File: src/logic/rvPkg.sv
/* RV32I core shared types */
package rvPkg;

  localparam int xlen = 32;
  localparam int regIdWidth = 5;
  localparam logic [xlen-1:0] pcReset = '0;
  localparam int dmemWords = 1024;
  localparam int dmemIdxWidth = $clog2(dmemWords);
  // addi x0, x0, 0
  localparam logic [xlen-1:0] nopInst = 32'h0000_0013;

  typedef logic [xlen-1:0] rvWord;

  // major opcodes
  typedef enum logic [6:0] {
    opLoad   = 7'b0000011,
    opImm    = 7'b0010011,
    opAuipc  = 7'b0010111,
    opStore  = 7'b0100011,
    opReg    = 7'b0110011,
    opLui    = 7'b0110111,
    opBranch = 7'b1100011,
    opJalr   = 7'b1100111,
    opJal    = 7'b1101111,
    opSystem = 7'b1110011
  } rvOpcode;

  typedef enum logic [4:0] {
    aluAdd,
    aluSub,
    aluSll,
    aluSlt,
    aluSltu,
    aluXor,
    aluSrl,
    aluSra,
    aluOr,
    aluAnd,
    aluEq,
    aluNe,
    aluLt,
    aluGe,
    aluLtu,
    aluGeu,
    aluPassB
  } rvAluOp;

  typedef enum logic [1:0] {
    widthByte = 2'd0,
    widthHalf = 2'd1,
    widthWord = 2'd2
  } rvWidth;

  // instruction formats, msb first
  typedef struct packed {
    logic [6:0] funct7;
    logic [4:0] rs2;
    logic [4:0] rs1;
    logic [2:0] funct3;
    logic [4:0] rd;
    logic [6:0] opcode;
  } rvInstR;

  typedef struct packed {
    logic [11:0] imm;
    logic [4:0]  rs1;
    logic [2:0]  funct3;
    logic [4:0]  rd;
    logic [6:0]  opcode;
  } rvInstI;

  typedef struct packed {
    logic [6:0] immHi;
    logic [4:0] rs2;
    logic [4:0] rs1;
    logic [2:0] funct3;
    logic [4:0] immLo;
    logic [6:0] opcode;
  } rvInstS;

  typedef struct packed {
    logic       imm12;
    logic [5:0] imm10to5;
    logic [4:0] rs2;
    logic [4:0] rs1;
    logic [2:0] funct3;
    logic [3:0] imm4to1;
    logic       imm11;
    logic [6:0] opcode;
  } rvInstB;

  typedef struct packed {
    logic [19:0] imm;
    logic [4:0]  rd;
    logic [6:0]  opcode;
  } rvInstU;

  typedef struct packed {
    logic       imm20;
    logic [9:0] imm10to1;
    logic       imm11;
    logic [7:0] imm19to12;
    logic [4:0] rd;
    logic [6:0] opcode;
  } rvInstJ;

  typedef union packed {
    rvInstR r;
    rvInstI i;
    rvInstS s;
    rvInstB b;
    rvInstU u;
    rvInstJ j;
  } rvInst;

  typedef struct packed {
    rvAluOp aluOp;
    rvWidth width;
    logic   regWen;
    logic   memWen;
    logic   isLoad;
    logic   isUnsigned;
    logic   isBranch;
    logic   isJal;
    logic   isJalr;
    logic   useImm;
    logic   usePc;
    logic   isEbreak;
    logic   illegal;
  } rvCtrl;

  typedef struct packed {
    logic                  valid;
    rvWord                 pc;
    rvWord                 inst;
    logic                  regWen;
    logic [regIdWidth-1:0] rd;
    rvWord                 rdData;
    logic                  illegal;
  } rvRetire;

endpackage

File: src/logic/rvDecoder.sv
/* RV32I instruction decoder */
module rvDecoder (
  input  rvPkg::rvInst                 inst,
  output logic [rvPkg::regIdWidth-1:0] rd,
  output logic [rvPkg::regIdWidth-1:0] rs1,
  output logic [rvPkg::regIdWidth-1:0] rs2,
  output rvPkg::rvWord                 imm,
  output rvPkg::rvCtrl                 ctrl
);

  // register fields sit at the same bits in every format
  assign rd  = inst.r.rd;
  assign rs1 = inst.r.rs1;
  assign rs2 = inst.r.rs2;

  // shared funct3 mapping of OP and OP-IMM
  function automatic rvPkg::rvAluOp baseOp(input logic [2:0] funct3, input logic alt);
    case (funct3)
      3'd0:    baseOp = alt ? rvPkg::aluSub : rvPkg::aluAdd;
      3'd1:    baseOp = rvPkg::aluSll;
      3'd2:    baseOp = rvPkg::aluSlt;
      3'd3:    baseOp = rvPkg::aluSltu;
      3'd4:    baseOp = rvPkg::aluXor;
      3'd5:    baseOp = alt ? rvPkg::aluSra : rvPkg::aluSrl;
      3'd6:    baseOp = rvPkg::aluOr;
      default: baseOp = rvPkg::aluAnd;
    endcase
  endfunction

  always_comb begin
    case (inst.r.opcode)
      rvPkg::opStore:
        imm = {{20{inst.s.immHi[6]}}, inst.s.immHi, inst.s.immLo};
      rvPkg::opBranch:
        imm = {{19{inst.b.imm12}}, inst.b.imm12, inst.b.imm11,
               inst.b.imm10to5, inst.b.imm4to1, 1'b0};
      rvPkg::opLui, rvPkg::opAuipc:
        imm = {inst.u.imm, 12'b0};
      rvPkg::opJal:
        imm = {{11{inst.j.imm20}}, inst.j.imm20, inst.j.imm19to12,
               inst.j.imm11, inst.j.imm10to1, 1'b0};
      default:
        imm = {{20{inst.i.imm[11]}}, inst.i.imm};
    endcase
  end

  always_comb begin
    ctrl       = '0;
    ctrl.aluOp = rvPkg::aluAdd;
    ctrl.width = rvPkg::widthWord;
    case (inst.r.opcode)
      rvPkg::opLui: begin
        ctrl.aluOp  = rvPkg::aluPassB;
        ctrl.regWen = 1'b1;
        ctrl.useImm = 1'b1;
      end
      rvPkg::opAuipc, rvPkg::opJal: begin
        ctrl.regWen = 1'b1;
        ctrl.useImm = 1'b1;
        ctrl.usePc  = 1'b1;
        ctrl.isJal  = (inst.r.opcode == rvPkg::opJal);
      end
      rvPkg::opJalr: begin
        ctrl.regWen  = 1'b1;
        ctrl.useImm  = 1'b1;
        ctrl.isJalr  = 1'b1;
        ctrl.illegal = (inst.i.funct3 != 3'd0);
      end
      rvPkg::opBranch: begin
        ctrl.isBranch = 1'b1;
        case (inst.b.funct3)
          3'd0:    ctrl.aluOp = rvPkg::aluEq;
          3'd1:    ctrl.aluOp = rvPkg::aluNe;
          3'd4:    ctrl.aluOp = rvPkg::aluLt;
          3'd5:    ctrl.aluOp = rvPkg::aluGe;
          3'd6:    ctrl.aluOp = rvPkg::aluLtu;
          3'd7:    ctrl.aluOp = rvPkg::aluGeu;
          default: ctrl.illegal = 1'b1;
        endcase
      end
      rvPkg::opLoad: begin
        ctrl.regWen     = 1'b1;
        ctrl.isLoad     = 1'b1;
        ctrl.useImm     = 1'b1;
        ctrl.isUnsigned = inst.i.funct3[2];
        ctrl.width      = rvPkg::rvWidth'(inst.i.funct3[1:0]);
        ctrl.illegal    = (inst.i.funct3 == 3'd3) || (inst.i.funct3 > 3'd5);
      end
      rvPkg::opStore: begin
        ctrl.memWen  = 1'b1;
        ctrl.useImm  = 1'b1;
        ctrl.width   = rvPkg::rvWidth'(inst.s.funct3[1:0]);
        ctrl.illegal = (inst.s.funct3 > 3'd2);
      end
      rvPkg::opImm: begin
        ctrl.regWen = 1'b1;
        ctrl.useImm = 1'b1;
        ctrl.aluOp  = baseOp(inst.i.funct3, inst.i.funct3 == 3'd5 && inst.r.funct7[5]);
        // shift immediates only allow the srai marker bit
        if (inst.i.funct3 == 3'd1) begin
          ctrl.illegal = (inst.r.funct7 != 7'd0);
        end else if (inst.i.funct3 == 3'd5) begin
          ctrl.illegal = (inst.r.funct7 & 7'b101_1111) != 7'd0;
        end
      end
      rvPkg::opReg: begin
        ctrl.regWen  = 1'b1;
        ctrl.aluOp   = baseOp(inst.r.funct3, inst.r.funct7[5]);
        ctrl.illegal = (inst.r.funct7 == 7'b010_0000)
                       ? !(inst.r.funct3 == 3'd0 || inst.r.funct3 == 3'd5)
                       : (inst.r.funct7 != 7'd0);
      end
      rvPkg::opSystem: begin
        // only ebreak is implemented here
        if (inst.i.imm == 12'd1 && inst.i.rs1 == '0 && inst.i.funct3 == 3'd0 &&
            inst.i.rd == '0) begin
          ctrl.isEbreak = 1'b1;
        end else begin
          ctrl.illegal = 1'b1;
        end
      end
      default: ctrl.illegal = 1'b1;
    endcase
    if (ctrl.illegal) begin
      ctrl         = '0;
      ctrl.illegal = 1'b1;
    end
  end

endmodule

File: config.mk
export PLATFORM = sky130hd
export DESIGN_NAME = rvDecoder
export DESIGN_NICKNAME = d
export VERILOG_FILES = /design/src/logic/rvPkg.sv /design/src/logic/rvDecoder.sv
export SDC_FILE = /design/constraint.sdc
export NUM_CORES = 1
export LEC_CHECK = 0
export BUFFER_PORTS_ARGS = -buffer_cell sky130_fd_sc_hd__buf_2
export CAP_MARGIN = 5
export CORE_MARGIN = 3
export CORE_UTILIZATION = 43
export DETAILED_ROUTE_END_ITERATION = 8
export PLACE_DENSITY_LB_ADDON = 0.1
export SYNTH_ARGS = -nofsm -noshare
export SYNTH_HDL_FRONTEND = slang
export SYNTH_SLANG_ARGS = --single-unit
File: constraint.sdc
create_clock -name vclk -period 4.6
set_input_delay 0.69 -clock vclk [all_inputs]
set_output_delay 0.69 -clock vclk [all_outputs]
set_load 0.03 [all_outputs]
Yosys cells after proc, flatten, opt, wreduce, memory -nomap -nowiden
Index checks and enable logic that the tools add are counted.
{"block": "totals", "register_bits": 0, "latch_bits": 0, "ram_bits": 0, "rom_bits": 0, "output_inout_bits": 65, "elab_cells": 68, "n_memories": 0}
{"block": "op_classes", "add_sub_neg": 0, "multipliers": 0, "div_mod_pow": 0, "order_cmp": 2, "n_eq_ne": 19, "shifts": 0, "muxes": 27, "bitwise": 0, "n_reduce_logical": 20}
{"cell": "$pmux 31 s4", "count": 1}
{"cell": "$pmux 4 s7", "count": 2}
{"cell": "$eq 7x6->1 const B", "count": 4}
{"cell": "$eq 7x7->1 const B", "count": 4}
{"cell": "$pmux 4 s6", "count": 1}
{"cell": "$pmux 5 s4", "count": 1}
{"cell": "$mux 1", "count": 18}
{"cell": "$mux 18", "count": 1}
{"cell": "$eq 7x5->1 const B", "count": 2}
{"cell": "$reduce_bool 7->1", "count": 2}
{"cell": "$reduce_or 7->1", "count": 2}
{"cell": "$eq 12x1->1 const B", "count": 1}
{"cell": "$eq 3x3->1 const B", "count": 4}
{"cell": "$logic_not 5->1", "count": 2}
{"cell": "$pmux 1 s8", "count": 1}
{"cell": "$eq 7x2->1 const B", "count": 1}
{"cell": "$eq 3x2->1 const B", "count": 2}
{"cell": "$reduce_or 2->1", "count": 3}
{"cell": "$reduce_or 6->1", "count": 1}
{"cell": "$logic_and 1x1->1", "count": 4}
{"cell": "$mux 2", "count": 2}
{"cell": "$eq 3x1->1 const B", "count": 1}
{"cell": "$gt 3x2->1 const B", "count": 1}
{"cell": "$gt 3x3->1 const B", "count": 1}
{"cell": "5 further kinds", "count": 6}

Longest topological paths before layout
{"block": "depth", "word_depth": 7, "mapped_depth": 7, "ltp_nobuf": 5}

Least setup slack after synthesis
Ideal clock, no wire load.
{"block": "synth_timing", "path_type": "input to output", "start": "input inst[2] in the netlist's numbering", "end": "output ctrl[7] in the netlist's numbering", "arrival_time_ns": 2.711, "required_time_ns": 3.910, "path_slack_ns": 1.199, "cell_stages": 6, "path_cell_list": "buf_4 nand4bb_1 buf_2 or3_1 nor3b_1 and2_1"}
{"element": "from (decl)", "line": "rvDecoder.sv:3", "text": "input rvPkg::rvInst inst,"}
{"element": "to (decl)", "line": "rvDecoder.sv:8", "text": "output rvPkg::rvCtrl ctrl"}

Worst setup path in the final report
{"block": "layout_timing", "start": "input inst[6] in the netlist's numbering", "end": "output imm[16]"}
{"block": "layout_via", "elab_chain_cells": 3, "word_cells_on_any_way": 7, "classes_between": "eq/ne (5); mux (1); reduce/logical (1)"}
{"element": "$eq 7x5->1 / $eq 7x6->1 (equally long branches)", "line": "rvDecoder.sv:31", "text": "case (inst.r.opcode)"}
{"element": "$reduce_or 2->1", "line": "rvDecoder.sv:31"}
{"element": "$pmux 31 s4 *", "line": "rvDecoder.sv:31"}
{"element": "to (decl)", "line": "rvDecoder.sv:7", "text": "output rvPkg::rvWord imm,"}
Every way passes the cells marked *; elsewhere a longest branch is shown, timed or not.

==> flow_metrics.tcl <==
set metrics [dict create \
    cp_common_cell "buf_2" \
    finalSetupTns_ns 0 \
    drive_gt1_share_pct 47.2 \
    layoutNonFillerInstCount 257 \
    p_sw_mw 0.101 \
    critical_path_arrival_ns 2.54 \
    coreArea_sq_mm 0.00228 \
    finalSetupViolCount 0 \
    grtUsageMet1_pct 24.6 \
    slew_viol_final 0 \
    placementRows 17 \
    synthTopCellsByArea "a21o_1 14%, buf_4 13%, nor2b_1 5.9%" \
    place_area_sq_mm 0.00141 \
    path_class "in -> out" \
    ant_nets 0 \
    power_frac_seq_pct 0 \
    synth_cell_types 48 \
    whs_ns 1.66 \
    min_path_type "in -> out" \
    gp_congestion 0.891 \
    routed_wl_um 3580 \
    ios 97 \
    dp_hpwl_um 2850 \
    crit_buf_inv 3 \
    port_buffers 97 \
    start_util_pct 46.9 \
    yosysTopAreaCell "a21o_1" \
    period_needed_ns 3.23 \
    worstPathCellList "buf_2, nand2b_1, nor3_2, buf_4, or2_1, nor2_1, a21o_1, buf_2" \
    grt_pass1_vias 1196 \
    gr-total-overflow 0 \
    drtIter0Drc 59 \
    crit_family "simple AND/OR/NAND/NOR gates" \
    die_area_sq_mm 0.00312 \
    seqCellArea_sq_um 0 \
    nNetsFinal 263 \
    nClkBuffers 0 \
    num_vias 1464 \
    p_clk_share_pct 0 \
    cts_hold_buf 0 \
    place_inst 257 \
    syn_area_sq_mm 0.00107 \
    rsz0062_at_grt "no" \
    yosysWarnings 0 \
    via_per_inst 5.70 \
    ir_drop_uv 101 \
    cell_internal_pwr_mw 0.0469 \
    slew_headroom_pct 55.4 \
    p_per_area_mw_per_mm2 105 \
    areaGrowthSynthToFinish_pct 32.1 \
    synth.cells.most_frequent "20 x a21o_1, 18 x buf_4, 16 x nor2_1, 10 x nor2b_1, 10 x nor3_1" \
    fin_area_sq_mm 0.00141 \
    max_slew.worst_pin.slew_ns 0.666 \
    grt_pass1_wl_um 5360 \
    required_ns 3.91 \
    die_w_um 55.8 \
    grt_start_max_net_pins 22 \
    post_cts_buffers 0 \
    grt_most_used_layer "met2" \
    synth.net_count 192 \
    antenna_found_initial 0 \
    seq_cell_count 0 \
    cp_max_fo 21 \
    post-route-period-util_pct 70.3 \
    yosysSeqAreaShare_pct 0 \
    drcViolationCount 0 \
    p_leak_nw 0.778 \
    fmax_ghz 0.309 \
    critPathMaxStageDelay_ns 0.43 \
    syn_avg_cell_area_sq_um 6.67 \
    synth_top_area_share_pct 14.1 \
    firstDrtPassIters 4 \
    track_usage_pct 19.4 \
    cts.repair.resized 0 \
    grt_use_met2_pct 36.0 \
    diodes 0 \
    hold_viol_final 0 \
    power_frac_comb_pct 100.0 \
    end_kind "output port" \
    syn_inst 160 \
    grt_util_met3_pct 3.02 \
    wire_per_inst_um 13.9 \
    final_util_pct 62.0 \
    status "finished clean" \
    cp_slowest_cell "nor2_1" \
    fp.dieH_um 55.8 \
    cp-start-kind "input port" \
    maxCapViolations 0 \
    yosysMostFrequentCell "a21o_1" \
    switching_share_pct 68.4 \
]
[routing by layer]
layer,routed length [um],vias up
li1,-,726
met1,1550,676
met2,1740,62
met3,288,0
met4,0,0
met5,0,-
[power by group through the flow]
stage	Clock (mW)	Combinational, mW	Sequential, mW
floorplan	0	0.109	0
global placement	0	0.146	0
detailed placement	0	0.148	0
CTS	0	0.148	0
global route	0	0.158	0
finish	0	0.148	0
[final timing paths]
| path | startpoint | cells past startpoint | slack (ns) | to |
|---|---|---|---|---|
| setup / recovery | inst[6] | 8 | 1.37 | imm[16] |
| hold / removal | inst[18] | 2 | 1.66 | rs1[3] |
[cell usage in the layout (no fill, tap or decap), types with 4 or more instances in the layout]
master / n
a21o_1: 20
o21ai_0: 4
a22o_1: 4
buf_2: 97
inv_1: 4
nor2_1: 16
nor2b_1: 10
a21oi_1: 8
nor4_1: 7
nor3_1: 9
nand2_1: 5
[kinds of logic after synthesis]
group | share of synthesized area (%)
AND/OR/NAND/NOR | 45.4
buffers and inverters | 19.2
AO/OA/AOI/OAI | 34.4
multiplexers | 1.06
[per-stage QoR]
stage	power, mW	worst slack, ns
floorplan	0.109	1.20
global placement	0.146	1.42
detailed placement	0.148	1.38
CTS	0.148	1.37
global route	0.158	1.22
finish	0.148	1.37
[layout make-up]
| type | count | area [sq um] |
|---|---|---|
| Multi-Input combinational cell | 127 | 867 |
| Fill cell | 229 | 866 |
| Timing Repair Buffer | 98 | 493 |
| Tap cell | 28 | 35.0 |
| Inverter | 4 | 15.0 |
Note: power is estimated with default switching activity, not from simulation.
